### config.mk
export PLATFORM = sky130hd
export DESIGN_NAME = id_stage
export DESIGN_NICKNAME = d
export VERILOG_FILES = /design/src/hdl/id_pkg.sv /design/src/hdl/id_fetch_buffer.sv /design/src/hdl/id_decoder.sv /design/src/hdl/id_stage.sv
export SDC_FILE = /design/constraint.sdc
export NUM_CORES = 1
export LEC_CHECK = 0
export BUFFER_PORTS_ARGS = -buffer_cell sky130_fd_sc_hd__buf_2
export CAP_MARGIN = 20
export CORE_ASPECT_RATIO = 2
export CORE_MARGIN = 2
export CORE_UTILIZATION = 50
export DETAILED_ROUTE_END_ITERATION = 6
export PLACE_DENSITY = 0.76
export SLEW_MARGIN = 20
export SYNTH_ARGS = -nofsm -noshare
export SYNTH_HDL_FRONTEND = slang
export SYNTH_SLANG_ARGS = --single-unit
### constraint.sdc
create_clock -name s_clk_i -period 2.5 [get_ports s_clk_i]
set_input_delay 0.5 -clock s_clk_i [delete_from_list [all_inputs] [get_ports s_clk_i]]
set_output_delay 0.5 -clock s_clk_i [all_outputs]
set_load 0.005 [all_outputs]
### src/hdl/id_pkg.sv
// Widths, field encodings and the instruction word layout shared by the decode stage
// Import into any module that touches decoded fields
`default_nettype none

package id_pkg;

    localparam int RF_ADDR_W = 5;  // Register file address
    localparam int PAYLOAD_W = 21; // Immediate payload
    localparam int F_W       = 4;  // {funct7[5], funct3}
    localparam int SCTRL_W   = 4;
    localparam int ICTRL_W   = 7;
    localparam int IMISCON_W = 3;

    // Source control bits
    localparam int SCTRL_RFRP1 = 0;
    localparam int SCTRL_RFRP2 = 1;
    localparam int SCTRL_ZERO1 = 2;
    localparam int SCTRL_ZERO2 = 3;

    // Unit select, one-hot
    localparam int ICTRL_ALU    = 0;
    localparam int ICTRL_LOAD   = 1;
    localparam int ICTRL_STORE  = 2;
    localparam int ICTRL_BRANCH = 3;
    localparam int ICTRL_JUMP   = 4;
    localparam int ICTRL_UPPER  = 5; // lui and auipc
    localparam int ICTRL_SYSTEM = 6;

    // Misconduct codes
    localparam logic [IMISCON_W-1:0] IMISCON_FREE      = 3'd0;
    localparam logic [IMISCON_W-1:0] IMISCON_ILLEGAL   = 3'd1;
    localparam logic [IMISCON_W-1:0] IMISCON_MISAL     = 3'd2;
    localparam logic [IMISCON_W-1:0] IMISCON_FETCH_ERR = 3'd3;

    // RV32I major opcodes
    localparam logic [6:0] OPC_LUI    = 7'b0110111;
    localparam logic [6:0] OPC_AUIPC  = 7'b0010111;
    localparam logic [6:0] OPC_JAL    = 7'b1101111;
    localparam logic [6:0] OPC_JALR   = 7'b1100111;
    localparam logic [6:0] OPC_BRANCH = 7'b1100011;
    localparam logic [6:0] OPC_LOAD   = 7'b0000011;
    localparam logic [6:0] OPC_STORE  = 7'b0100011;
    localparam logic [6:0] OPC_OPIMM  = 7'b0010011;
    localparam logic [6:0] OPC_OP     = 7'b0110011;
    localparam logic [6:0] OPC_SYSTEM = 7'b1110011;

    // Register file scrub address range
    localparam logic [RF_ADDR_W-1:0] SCRUB_FIRST = 5'd1;
    localparam logic [RF_ADDR_W-1:0] SCRUB_LAST  = 5'd31;

    // Same 32-bit word seen as R layout or as I layout
    typedef union packed {
        struct packed {
            logic [6:0]           funct7;
            logic [RF_ADDR_W-1:0] rs2;
            logic [RF_ADDR_W-1:0] rs1;
            logic [2:0]           funct3;
            logic [RF_ADDR_W-1:0] rd;
            logic [6:0]           opcode;
        } r;
        struct packed {
            logic [11:0]          imm;
            logic [RF_ADDR_W-1:0] rs1;
            logic [2:0]           funct3;
            logic [RF_ADDR_W-1:0] rd;
            logic [6:0]           opcode;
        } i;
    } instr_word_t;

endpackage

`default_nettype wire

### src/hdl/id_fetch_buffer.sv
// One-entry skid buffer between fetch and decode
// Catches the word fetch delivers while decode holds, then stalls fetch until it drains
`default_nettype none

module id_fetch_buffer (
    input  logic        s_clk_i,
    input  logic        arst_n_i,
    input  logic        s_flush_i,
    input  logic        s_hold_i,     // Decode cannot take a new word
    input  logic        s_fe_valid_i,
    input  logic [31:0] s_fe_instr_i,
    input  logic        s_fe_err_i,
    input  logic        s_fe_misal_i,
    output logic        s_stall_o,    // Fetch must keep its outputs
    output logic        s_valid_o,
    output logic [31:0] s_instr_o,
    output logic        s_err_o,
    output logic        s_misal_o
);

    logic        r_full;
    logic [31:0] r_instr;
    logic        r_err;
    logic        r_misal;
    logic        s_capture;

    assign s_stall_o = r_full;

    // Fetch word is only taken while fetch is not stalled
    assign s_capture = s_hold_i & s_fe_valid_i & ~s_stall_o & ~s_flush_i;

    always_ff @(posedge s_clk_i or negedge arst_n_i) begin
        if (!arst_n_i) begin
            r_full <= 1'b0;
        end else if (s_flush_i) begin
            r_full <= 1'b0;
        end else if (s_capture) begin
            r_full <= 1'b1;
        end else if (!s_hold_i) begin
            r_full <= 1'b0; // Stored word goes to decode this cycle
        end
    end

    always_ff @(posedge s_clk_i) begin
        if (s_capture) begin
            r_instr <= s_fe_instr_i;
            r_err   <= s_fe_err_i;
            r_misal <= s_fe_misal_i;
        end
    end

    // Stored word has priority over the fetch bus
    always_comb begin
        if (r_full) begin
            s_valid_o = 1'b1;
            s_instr_o = r_instr;
            s_err_o   = r_err;
            s_misal_o = r_misal;
        end else begin
            s_valid_o = s_fe_valid_i;
            s_instr_o = s_fe_instr_i;
            s_err_o   = s_fe_err_i;
            s_misal_o = s_fe_misal_i;
        end
    end

    // A second word must never overwrite the held one
    a_no_overwrite: assert property (
        @(posedge s_clk_i) disable iff (!arst_n_i)
        r_full && s_hold_i && !s_flush_i |=> r_full && $stable(r_instr)
    );

endmodule

`default_nettype wire

### src/hdl/id_decoder.sv
// Combinational RV32I decoder
// Splits a fetched word into register addresses, immediate payload and control fields
`default_nettype none

module id_decoder import id_pkg::*; (
    input  logic                 s_valid_i,
    input  instr_word_t          s_instr_i,
    input  logic                 s_err_i,
    input  logic                 s_misal_i,
    output logic [RF_ADDR_W-1:0] s_rd_o,
    output logic [RF_ADDR_W-1:0] s_rs1_o,
    output logic [RF_ADDR_W-1:0] s_rs2_o,
    output logic [PAYLOAD_W-1:0] s_payload_o,
    output logic [F_W-1:0]       s_f_o,
    output logic [SCTRL_W-1:0]   s_sctrl_o,
    output logic [ICTRL_W-1:0]   s_ictrl_o,
    output logic [IMISCON_W-1:0] s_imiscon_o
);

    logic [PAYLOAD_W-1:0] s_imm_i, s_imm_s, s_imm_b, s_imm_j, s_imm_u;
    logic [PAYLOAD_W-1:0] s_payload;
    logic [F_W-1:0]       s_f;
    logic [ICTRL_W-1:0]   s_ictrl;
    logic                 s_legal, s_use_rs1, s_use_rs2, s_use_rd;
    logic                 s_f7_zero, s_f7_alt;
    logic [2:0]           s_funct3;

    assign s_funct3  = s_instr_i.r.funct3;
    assign s_f7_zero = s_instr_i.r.funct7 == 7'b0000000;
    assign s_f7_alt  = s_instr_i.r.funct7 == 7'b0100000; // sub, sra, srai

    // Immediates, sign extended and cut to the payload width
    assign s_imm_i = {{9{s_instr_i.i.imm[11]}}, s_instr_i.i.imm};
    assign s_imm_s = {{9{s_instr_i.r.funct7[6]}}, s_instr_i.r.funct7, s_instr_i.r.rd};
    assign s_imm_b = {{8{s_instr_i.r.funct7[6]}}, s_instr_i.r.funct7[6], s_instr_i.r.rd[0],
                      s_instr_i.r.funct7[5:0], s_instr_i.r.rd[4:1], 1'b0};
    assign s_imm_j = {s_instr_i.r.funct7[6], s_instr_i.r.rs1, s_funct3, s_instr_i.r.rs2[0],
                      s_instr_i.r.funct7[5:0], s_instr_i.r.rs2[4:1], 1'b0};
    assign s_imm_u = {1'b0, s_instr_i.r.funct7, s_instr_i.r.rs2, s_instr_i.r.rs1, s_funct3};

    always_comb begin
        s_legal   = 1'b1;
        s_ictrl   = '0;
        s_use_rs1 = 1'b0;
        s_use_rs2 = 1'b0;
        s_use_rd  = 1'b1;
        s_payload = '0;
        s_f       = {1'b0, s_funct3};
        case (s_instr_i.r.opcode)
            OPC_LUI: begin
                s_ictrl[ICTRL_UPPER] = 1'b1;
                s_payload            = s_imm_u;
                s_f                  = 4'b0000;
            end
            OPC_AUIPC: begin
                s_ictrl[ICTRL_UPPER] = 1'b1;
                s_payload            = s_imm_u;
                s_f                  = 4'b0001; // Adds pc
            end
            OPC_JAL: begin
                s_ictrl[ICTRL_JUMP] = 1'b1;
                s_payload           = s_imm_j;
                s_f                 = 4'b0000;
            end
            OPC_JALR: begin
                s_ictrl[ICTRL_JUMP] = 1'b1;
                s_use_rs1           = 1'b1;
                s_payload           = s_imm_i;
                s_legal             = s_funct3 == 3'b000;
            end
            OPC_BRANCH: begin
                s_ictrl[ICTRL_BRANCH] = 1'b1;
                s_use_rs1             = 1'b1;
                s_use_rs2             = 1'b1;
                s_use_rd              = 1'b0;
                s_payload             = s_imm_b;
                s_legal               = !(s_funct3 inside {3'b010, 3'b011});
            end
            OPC_LOAD: begin
                s_ictrl[ICTRL_LOAD] = 1'b1;
                s_use_rs1           = 1'b1;
                s_payload           = s_imm_i;
                s_legal             = !(s_funct3 inside {3'b011, 3'b110, 3'b111});
            end
            OPC_STORE: begin
                s_ictrl[ICTRL_STORE] = 1'b1;
                s_use_rs1            = 1'b1;
                s_use_rs2            = 1'b1;
                s_use_rd             = 1'b0;
                s_payload            = s_imm_s;
                s_legal              = !s_funct3[2] && (s_funct3 != 3'b011);
            end
            OPC_OPIMM: begin
                s_ictrl[ICTRL_ALU] = 1'b1;
                s_use_rs1          = 1'b1;
                s_payload          = s_imm_i;
                s_f = {(s_funct3 == 3'b101) & s_instr_i.r.funct7[5], s_funct3};
                if (s_funct3 == 3'b001) begin
                    s_legal = s_f7_zero;
                end else if (s_funct3 == 3'b101) begin
                    s_legal = s_f7_zero | s_f7_alt;
                end
            end
            OPC_OP: begin
                s_ictrl[ICTRL_ALU] = 1'b1;
                s_use_rs1          = 1'b1;
                s_use_rs2          = 1'b1;
                s_f                = {s_instr_i.r.funct7[5], s_funct3};
                s_legal = s_f7_zero | (s_f7_alt & (s_funct3 inside {3'b000, 3'b101}));
            end
            OPC_SYSTEM: begin
                // Only ecall (imm 0) and ebreak (imm 1)
                s_ictrl[ICTRL_SYSTEM] = 1'b1;
                s_payload             = s_imm_i;
                s_legal = (s_funct3 == 3'b000) && (s_instr_i.i.rs1 == '0) &&
                          (s_instr_i.i.rd == '0) && (s_instr_i.i.imm[11:1] == '0);
            end
            default: begin
                s_legal  = 1'b0;
                s_use_rd = 1'b0;
            end
        endcase
    end

    // Fetch error beats misalignment beats illegal encoding
    always_comb begin
        if (!s_valid_i) begin
            s_imiscon_o = IMISCON_FREE;
        end else if (s_err_i) begin
            s_imiscon_o = IMISCON_FETCH_ERR;
        end else if (s_misal_i) begin
            s_imiscon_o = IMISCON_MISAL;
        end else if (!s_legal) begin
            s_imiscon_o = IMISCON_ILLEGAL;
        end else begin
            s_imiscon_o = IMISCON_FREE;
        end
    end

    assign s_rd_o      = (s_valid_i && s_use_rd) ? s_instr_i.r.rd : '0;
    assign s_rs1_o     = (s_valid_i && s_use_rs1) ? s_instr_i.r.rs1 : '0;
    assign s_rs2_o     = (s_valid_i && s_use_rs2) ? s_instr_i.r.rs2 : '0;
    assign s_payload_o = s_valid_i ? s_payload : '0;
    assign s_f_o       = s_valid_i ? s_f : '0;
    assign s_ictrl_o   = (s_imiscon_o == IMISCON_FREE && s_valid_i) ? s_ictrl : '0;

    always_comb begin
        s_sctrl_o              = '0;
        s_sctrl_o[SCTRL_RFRP1] = s_valid_i & s_use_rs1;
        s_sctrl_o[SCTRL_RFRP2] = s_valid_i & s_use_rs2;
        s_sctrl_o[SCTRL_ZERO1] = s_valid_i & (s_rs1_o == '0);
        s_sctrl_o[SCTRL_ZERO2] = s_valid_i & (s_rs2_o == '0);
    end

endmodule

`default_nettype wire

### src/hdl/id_stage.sv
// Instruction decode stage top: fetch buffer, decoder and ID/OP stage register
// Free read ports carry a rotating register-file scrub address when scrubbing is on
`default_nettype none

module id_stage import id_pkg::*; (
    input  logic                 s_clk_i,
    input  logic                 arst_n_i,
    input  logic                 s_fe_valid_i,
    input  logic [31:0]          s_fe_instr_i,
    input  logic                 s_fe_err_i,
    input  logic                 s_fe_misal_i,
    input  logic                 s_stall_i,    // From later stages
    input  logic                 s_flush_i,
    input  logic                 s_scrub_en_i,
    output logic                 s_stall_o,    // To fetch
    output logic [RF_ADDR_W-1:0] s_idop_rd_o,
    output logic [RF_ADDR_W-1:0] s_idop_rs1_o,
    output logic [RF_ADDR_W-1:0] s_idop_rs2_o,
    output logic [PAYLOAD_W-1:0] s_idop_payload_o,
    output logic [F_W-1:0]       s_idop_f_o,
    output logic [SCTRL_W-1:0]   s_idop_sctrl_o,
    output logic [ICTRL_W-1:0]   s_idop_ictrl_o,
    output logic [IMISCON_W-1:0] s_idop_imiscon_o
);

    logic                 s_hold, s_empty, s_load, s_bubble;
    logic                 s_buf_valid, s_buf_err, s_buf_misal;
    logic [31:0]          s_buf_instr;
    logic [RF_ADDR_W-1:0] s_dec_rd, s_dec_rs1, s_dec_rs2;
    logic [PAYLOAD_W-1:0] s_dec_payload;
    logic [F_W-1:0]       s_dec_f;
    logic [SCTRL_W-1:0]   s_dec_sctrl;
    logic [ICTRL_W-1:0]   s_dec_ictrl;
    logic [IMISCON_W-1:0] s_dec_imiscon;
    logic                 s_free1, s_free2, s_scrub_adv;
    logic [RF_ADDR_W-1:0] s_new_rs1, s_new_rs2;
    logic [RF_ADDR_W-1:0] r_scrub;

    // Stage register carries nothing executable
    assign s_empty = (s_idop_ictrl_o == '0) && (s_idop_imiscon_o == IMISCON_FREE);
    assign s_hold  = s_stall_i & ~s_empty;

    id_fetch_buffer i_fetch_buffer (
        .s_clk_i      (s_clk_i),
        .arst_n_i     (arst_n_i),
        .s_flush_i    (s_flush_i),
        .s_hold_i     (s_hold),
        .s_fe_valid_i (s_fe_valid_i),
        .s_fe_instr_i (s_fe_instr_i),
        .s_fe_err_i   (s_fe_err_i),
        .s_fe_misal_i (s_fe_misal_i),
        .s_stall_o    (s_stall_o),
        .s_valid_o    (s_buf_valid),
        .s_instr_o    (s_buf_instr),
        .s_err_o      (s_buf_err),
        .s_misal_o    (s_buf_misal)
    );

    id_decoder i_decoder (
        .s_valid_i   (s_buf_valid),
        .s_instr_i   (s_buf_instr),
        .s_err_i     (s_buf_err),
        .s_misal_i   (s_buf_misal),
        .s_rd_o      (s_dec_rd),
        .s_rs1_o     (s_dec_rs1),
        .s_rs2_o     (s_dec_rs2),
        .s_payload_o (s_dec_payload),
        .s_f_o       (s_dec_f),
        .s_sctrl_o   (s_dec_sctrl),
        .s_ictrl_o   (s_dec_ictrl),
        .s_imiscon_o (s_dec_imiscon)
    );

    assign s_load   = s_flush_i | ~s_hold;        // Flush wins over stall
    assign s_bubble = s_flush_i | ~s_buf_valid;

    // A port is free when it does not read the register file
    assign s_free1 = s_bubble | s_dec_sctrl[SCTRL_ZERO1] | ~s_dec_sctrl[SCTRL_RFRP1];
    assign s_free2 = s_bubble | s_dec_sctrl[SCTRL_ZERO2] | ~s_dec_sctrl[SCTRL_RFRP2];

    assign s_new_rs1 = (s_free1 & s_scrub_en_i) ? r_scrub : (s_bubble ? '0 : s_dec_rs1);
    assign s_new_rs2 = (s_free2 & s_scrub_en_i) ? r_scrub : (s_bubble ? '0 : s_dec_rs2);

    always_ff @(posedge s_clk_i or negedge arst_n_i) begin
        if (!arst_n_i) begin
            s_idop_rd_o      <= '0;
            s_idop_rs1_o     <= '0;
            s_idop_rs2_o     <= '0;
            s_idop_payload_o <= '0;
            s_idop_f_o       <= '0;
            s_idop_sctrl_o   <= '0;
            s_idop_ictrl_o   <= '0;
            s_idop_imiscon_o <= IMISCON_FREE;
        end else if (s_load) begin
            s_idop_rs1_o <= s_new_rs1;
            s_idop_rs2_o <= s_new_rs2;
            if (s_bubble) begin
                s_idop_rd_o      <= '0;
                s_idop_payload_o <= '0;
                s_idop_f_o       <= '0;
                s_idop_sctrl_o   <= '0;
                s_idop_ictrl_o   <= '0;
                s_idop_imiscon_o <= IMISCON_FREE;
            end else begin
                s_idop_rd_o      <= s_dec_rd;
                s_idop_payload_o <= s_dec_payload;
                s_idop_f_o       <= s_dec_f;
                s_idop_sctrl_o   <= s_dec_sctrl;
                s_idop_ictrl_o   <= s_dec_ictrl;
                s_idop_imiscon_o <= s_dec_imiscon;
            end
        end
    end

    // Scrub address moves on once it has been handed out
    assign s_scrub_adv = s_load & (s_bubble | (s_scrub_en_i & (s_free1 | s_free2)));

    always_ff @(posedge s_clk_i or negedge arst_n_i) begin
        if (!arst_n_i) begin
            r_scrub <= SCRUB_FIRST;
        end else if (s_scrub_adv) begin
            r_scrub <= (r_scrub == SCRUB_LAST) ? SCRUB_FIRST : r_scrub + 1'b1;
        end
    end

    // Decoder and stage register agree that a unit is selected only for clean instructions
    a_ictrl_onehot: assert property (
        @(posedge s_clk_i) disable iff (!arst_n_i)
        $onehot0(s_idop_ictrl_o) &&
        ((s_idop_ictrl_o == '0) || (s_idop_imiscon_o == IMISCON_FREE))
    );

endmodule

`default_nettype wire

# Word level (Yosys, flattened, before mapping)
# Cells that the tools add are included.
[totals] reg_bits=94 in_bits=40 out_inout_bits=55
[classes] n_addsub=1 eq_ne=20 muxes=43 bitwise=31 n_reduce_logical=34
[op_table] cell="21-bit case mux with 5 select lines" n=1
[op_table] cell="5-bit two-way mux" n=9
[op_table] cell="21-bit two-way mux" n=2
[op_table] cell="32-bit two-way mux" n=1
[op_table] cell="7-bit by 6-bit == test with 1-bit output, second input constant" n=4
[op_table] cell="7-bit == test, second input constant" n=4
[op_table] cell="5-bit zero test" n=4
[op_table] cell="1-bit two-way mux" n=19
[op_table] cell="4-bit case mux with 4 select lines" n=1
[op_table] cell="1-bit bitwise AND" n=14
[op_table] cell="7-bit by 5-bit == test with 1-bit output, second input constant" n=2
[op_table] cell="7-bit zero test" n=2
[op_table] cell="7-bit two-way mux" n=2
[op_table] cell="3-bit two-way mux" n=4
[op_table] cell="4-bit two-way mux" n=3
[op_table] cell="11-bit zero test" n=1
[op_table] cell="1-bit bitwise OR" n=10
[op_table] cell="3-bit == test, second input constant" n=3
[op_table] cell="1-bit logical AND" n=9
[op_table] cell="3-bit zero test" n=3
[op_table] cell="1-bit case mux with 8 select lines" n=1
[op_table] cell="2-bit OR reduction" n=4
[op_table] cell="8-bit OR reduction" n=1
[op_table] cell="7-bit by 2-bit == test with 1-bit output, second input constant" n=1
[op_table] cell="other kinds (13)" n=24

# Longest topological paths before layout
[logic_depth] word_depth=14 mapped_depth=11 ltp_nobuf=6

# Modules after synthesis
# A second synthesis with hierarchy kept.
[unflattened] hier_cells=425 hier_area_um2=5098.6
[by_module_without_submodules] mod="id_stage" instances=1 cells_per_inst=179 area_per_inst_um2=2401.1
[by_module_without_submodules] mod="id_fetch_buffer" instances=1 cells_per_inst=76 area_per_inst_um2=1636.6
[by_module_without_submodules] mod="id_decoder" instances=1 cells_per_inst=170 area_per_inst_um2=1061.0

# Worst setup path before layout
# OpenSTA, ideal clock, no wires.
[synth_path] kind="register to register" start="reg i_fetch_buffer.r_full (netlist: i_fetch_buffer.s_stall_o)" end="reg i_fetch_buffer.r_err, enable pin" setup_time_ns=0.394 arrival_ns=2.313 path_slack_ns=-0.207 stages_incl_launch_ff=9 n_path_buf=7 synth_period_minus_slack_ns=2.707 path_cell_list="dfrtp_1 buf_6 buf_12 buf_12 buf_6 buf_6 buf_8 buf_2 and3b_1"
[synth_via] elab_chain_cells=3
[synth_lines] element="from (decl)" line="id_fetch_buffer.sv:21" source="logic r_full;"
[synth_lines] element="from (signal assigned)" line="id_fetch_buffer.sv:34" source="r_full <= 1'b0;"
[synth_lines] element="from (signal assigned)" line="id_fetch_buffer.sv:36" source="r_full <= 1'b0;"
[synth_lines] element="from (signal assigned)" line="id_fetch_buffer.sv:38" source="r_full <= 1'b1;"
[synth_lines] element="1-bit NOT" line="id_fetch_buffer.sv:30" source="assign s_capture = s_hold_i & s_fe_valid_i & ~s_stall_o & ~s_flush_i;"
[synth_lines] element="1-bit bitwise AND (2 in a row)" line="id_fetch_buffer.sv:30"
[synth_lines] element="net i_fetch_buffer.s_capture" line="id_fetch_buffer.sv:25" source="logic s_capture;"
[synth_lines] element="to (signal assigned)" line="id_fetch_buffer.sv:47" source="r_err <= s_fe_err_i;"
[synth_lines] element="to (decl)" line="id_fetch_buffer.sv:23" source="logic r_err;"
# The timed path passes the listed nets, and every way through them passes these cells.
# A chain may end at the register's enable or synchronous reset.

# Worst setup path after layout
[layout_path] start="reg i_fetch_buffer.r_full (netlist: i_fetch_buffer.s_stall_o)" end="reg s_idop_ictrl_o[3]"
[layout_via] elab_chain_cells=14 word_cells_on_any_way=55 classes_between="eq/ne (18); mux (14); bitwise (5); reduce/logical (18)"
[layout_lines] element="32-bit two-way mux" line="id_fetch_buffer.sv:54" source="if (r_full) begin"
[layout_lines] element="7-bit by 6-bit == test with 1-bit output, or another cell as far along" line="id_decoder.sv:30" source="assign s_f7_alt = s_instr_i.r.funct7 == 7'b0100000;"
[layout_lines] element="1-bit bitwise OR, or another cell as far along" line="id_decoder.sv:101" source="s_legal = s_f7_zero | s_f7_alt;"
[layout_lines] element="1-bit two-way mux, or another cell as far along" line="id_decoder.sv:100" source="end else if (s_funct3 == 3'b101) begin"
[layout_lines] element="1-bit two-way mux, or another cell as far along" line="id_decoder.sv:98" source="if (s_funct3 == 3'b001) begin"
[layout_lines] element="1-bit case mux with 8 select lines" line="id_decoder.sv:49" source="case (s_instr_i.r.opcode)"
[layout_lines] element="1-bit two-way mux" line="id_decoder.sv:133" source="end else if (!s_legal) begin"
[layout_lines] element="3-bit two-way mux" line="id_decoder.sv:131" source="end else if (s_misal_i) begin"
[layout_lines] element="3-bit two-way mux" line="id_decoder.sv:129" source="end else if (s_err_i) begin"
[layout_lines] element="3-bit two-way mux" line="id_decoder.sv:127" source="if (!s_valid_i) begin"
[layout_lines] element="3-bit zero test" line="id_decoder.sv:145" source="assign s_ictrl_o = (s_imiscon_o == IMISCON_FREE && s_valid_i) ? s_ictrl : '0;"
[layout_lines] element="1-bit logical AND" line="id_decoder.sv:145"
[layout_lines] element="7-bit two-way mux" line="id_decoder.sv:145"
[layout_lines] element="7-bit two-way mux (*)" line="id_stage.sv:97" source="if (s_bubble) begin"
[layout_lines] element="to (signal assigned)" line="id_stage.sv:109" source="s_idop_ictrl_o <= s_dec_ictrl;"
[layout_lines] element="to (decl)" line="id_stage.sv:22" source="output logic [ICTRL_W-1:0] s_idop_ictrl_o,"
# Every way passes the cells marked *; elsewhere a longest branch is shown, timed or not.

==> impl_metrics.csv <==
group,metric,value,unit
status,status,"complete, no violations",
timing,fmax,0.421,GHz
timing,finalMaxSlewViolations,0,
floorplan,ioPinCount,95,
min_path,hold_class,"input pin to asynchronous set/reset pin",
global_route,grt_start_max_net_pins,51,
critical_path,cp_cell_sequence,"buf_12, nor3b_1, o22ai_2, buf_4, nor3_1, nand4bb_2, o311ai_4, a32o_1",
power,power.density,638,mW/mm2
routing,drc,0,
floorplan,die_x,74.7,um
power,peakVddDrop,0.453,mV
synthesis,ys_warn_count,0,
synthesis,synth_seq_area_share,50.1,%
global_route,antenna_found_initial,0,
synthesis,ys_top_cells_by_count,"58 x dfrtp_1, 45 x nand2_1, 35 x nor2_1",
floorplan,rows,51,
global_route,track_usage,27.0,%
floorplan,dieArea,0.0108,mm2
clock_network,htree_num_levels,3,
critical_path,cp_slowest_cell,"nor3_1",
routing,wl_per_cell,20.1,um
routing,num_vias,4293,
critical_path,cp_top_family,"simple AND/OR/NAND/NOR gates",
critical_path,critPathMaxStageDelay,0.39,ns
clock_network,clock_latency,0.34,ns
timing,finalSetupTns,0,ns
synthesis,syn_area,0.00499,mm2
critical_path,cp-start-kind,"flip-flop",
timing,slew_headroom,62.3,%
synthesis,yosys_register_bits,93,
placed_design,place_inst,690,
finish,utilization,62.2,%
critical_path,arrival,2.64,ns
placed_design,dp.final_hpwl,11300,um
routing,wirelength,14200,um
timing,fin_crit,2.38,ns
routing,drt-initial-drc-count,341,
critical_path,critPathBufInv,2,
synthesis,netlist.area_leader.share,29.1,%
clock_network,clk_pin_slew,0.07,ns
synthesis,synth_flop_cell,"dfrtp_1",
clock_network,ctsHoldBuffers,0,
floorplan,coreArea,0.00970,mm2
critical_path,cp-end-kind,"flip-flop",
synthesis,synth_area_leaders,"dfrtp_1 29%, edfxtp_1 20%, mux2i_1 4.4%, nand2_1 3.4%, mux2_2 2.7%",
clock_network,cts_buffers,9,
finish,layout-drive-gt1-share,31.9,%
floorplan,start_util,51.5,%
critical_path,startpoint,"i_fetch_buffer.s_stall_o",
power,p_leak,2.54,nW
timing,hold-worst-slack,0.113,ns
routing,firstDrtPassIters,5,
synthesis,syn_avg_cell_area,10.9,um2
finish,diodes,0,
clock_network,ctsResizeCount,0,
clock_network,post-cts-setup-buffers,0,
clock_network,cts_root_buf,"clkbuf_16",
routing,ant_nets,0,
synthesis,syn-num-nets,498,
timing,worst_clock_skew,0.00805,ns
routing,viasPerCell,6.08,
timing,rsz0062_at_grt,"false",
placed_design,port_buffers,93,
flow_run,drv_cap,0,
timing,finalCritPeriodShare,95.0,%
critical_path,setup.worst_path.class,"flip-flop to flip-flop",
synthesis,post-synth-top-area-cell,"dfrtp_1",
synthesis,synthArstFlopShare,63.4,%
timing,hold_viol_final,0,
synthesis,synth_edf_count,34,
clock_network,cts_tree,"built",
synthesis,synth_cell_types,78,
critical_path,r2r-start,"i_fetch_buffer.s_stall_o",
global_route,grt_pass1_wl,22100,um
placed_design,place_congestion,0.932,
critical_path,required,2.77,ns
floorplan,chipHeight,145,um
finish,syn2layout_area_growth,20.8,%
global_route,gr-total-overflow,0,
synthesis,synthCells,456,
finish,fin_nets,611,
critical_path,path_max_fanout,39,
clock_network,cts_buffer_depth,2,
finish,layoutNonFillerInstCount,706,
timing,setup_violations,0,
clock_network,clock_sinks,93,
timing,worst_slew_pin_slew,0.565,ns
synthesis,synth.most_common_cell,"dfrtp_1",
finish,fillers,849,
global_route,grt_pass1_vias,4318,
power,power,3.85,mW
[worst reg2reg max path, delay by kind of cell (launching register included)]
family                 cells  cell delay, ns
and+or+nand+nor            3            0.87
buffers and inverters      2            0.40
AOI/OAI and AO/OA          3            0.66
DFF                        1            0.38
[sequential cells by signal (all words and copies together), names as in the netlist, 4 cells and up]
register,flops
i_fetch_buffer.r_instr,32
r_scrub,5
s_idop_f_o,4
s_idop_ictrl_o,7
s_idop_payload_o,21
s_idop_rd_o,5
s_idop_rs1_o,5
s_idop_rs2_o,5
s_idop_sctrl_o,4
[layer usage]
| metal | up-vias | routed length (um) | part of all wire [%] | track usage (%) |
|---|---|---|---|---|
| met5 | - | 0 | 0 | 0 |
| li1 | 1988 | - | - | - |
| met4 | 0 | 685 | 4.8 | 14.0 |
| met1 | 2087 | 5100 | 36 | 30.1 |
| met3 | 46 | 627 | 4.4 | 4.38 |
| met2 | 172 | 7790 | 55 | 47.1 |
[cells by family after synthesis]
group	share of synthesized area, %
mux	7.42
flops	50.1
buf+inv	4.91
fa+ha+maj	0.501
compound gates	20.4
other cells	0.0751
simple gates	16.6
[where the power goes]
group          switching [mW]  internal [mW]  leakage, nW  total (mW)
clock                   0.565          0.836        0.151        1.40
combinational           0.335          0.276         1.29       0.611
sequential              0.135           1.70         1.10        1.84
total                    1.03           2.82         2.54        3.85
[worst paths after layout]
check | slack (ns) | cells past startpoint | end
max in group asynchronous | 1.66 | 2 | s_idop_payload_o[9]
min in group s_clk_i | 0.35 | 1 | i_fetch_buffer.r_instr[7]
min reg2reg | 0.47 | 2 | s_idop_sctrl_o[0]
max | 0.12 | 8 | s_idop_ictrl_o[3]
max reg2reg | 0.12 | 8 | s_idop_ictrl_o[3]
min | 0.11 | 1 | r_scrub[2]
[cells in the final DEF (no fill, tap or decap), types with 3 or more instances in the layout]
master     count
buf_2         93
dfrtp_1       57
nand2_1       45
nor2_1        34
edfxtp_1      34
buf_4         31
o21ai_0       25
a21oi_1       23
mux2i_1       22
o21ai_1       15
mux2_2        12
nor3_1        11
nand2b_1      10
clkbuf_16     10
nor4_1         8
a22oi_1        8
a32o_1         8
inv_1          7
a221o_1        6
o22ai_1        6
a31oi_1        5
o221ai_1       5
nand3b_1       5
o31ai_1        4
nor2b_1        3
or2_2          3
nand3_1        3
a32oi_1        3
a22o_1         3
or3_1          3
a211oi_1       3
a2bb2oi_1      3
a222oi_1       3
buf_12         3
[through the flow]
stage / area [um2] / worst slack [ns]
finish: 6030 / 0.125
global route: 6030 / 0.0131
CTS: 6020 / 0.123
detailed placement: 5710 / 0.147
global placement: 5710 / 0.170
floorplan: 4990 / 0.149
[cell type report]
class,instances,area (um2),share of cell area (%)
clock buffer,11,254,4.21
clock inverter,5,56.3,0.933
inverter,7,26.3,0.436
multi-input combinational,331,2270,37.7
sequential,93,2500,41.4
tap,132,165,2.74
timing repair buffer,127,758,12.6
Note: power is estimated with default switching activity, not from simulation.
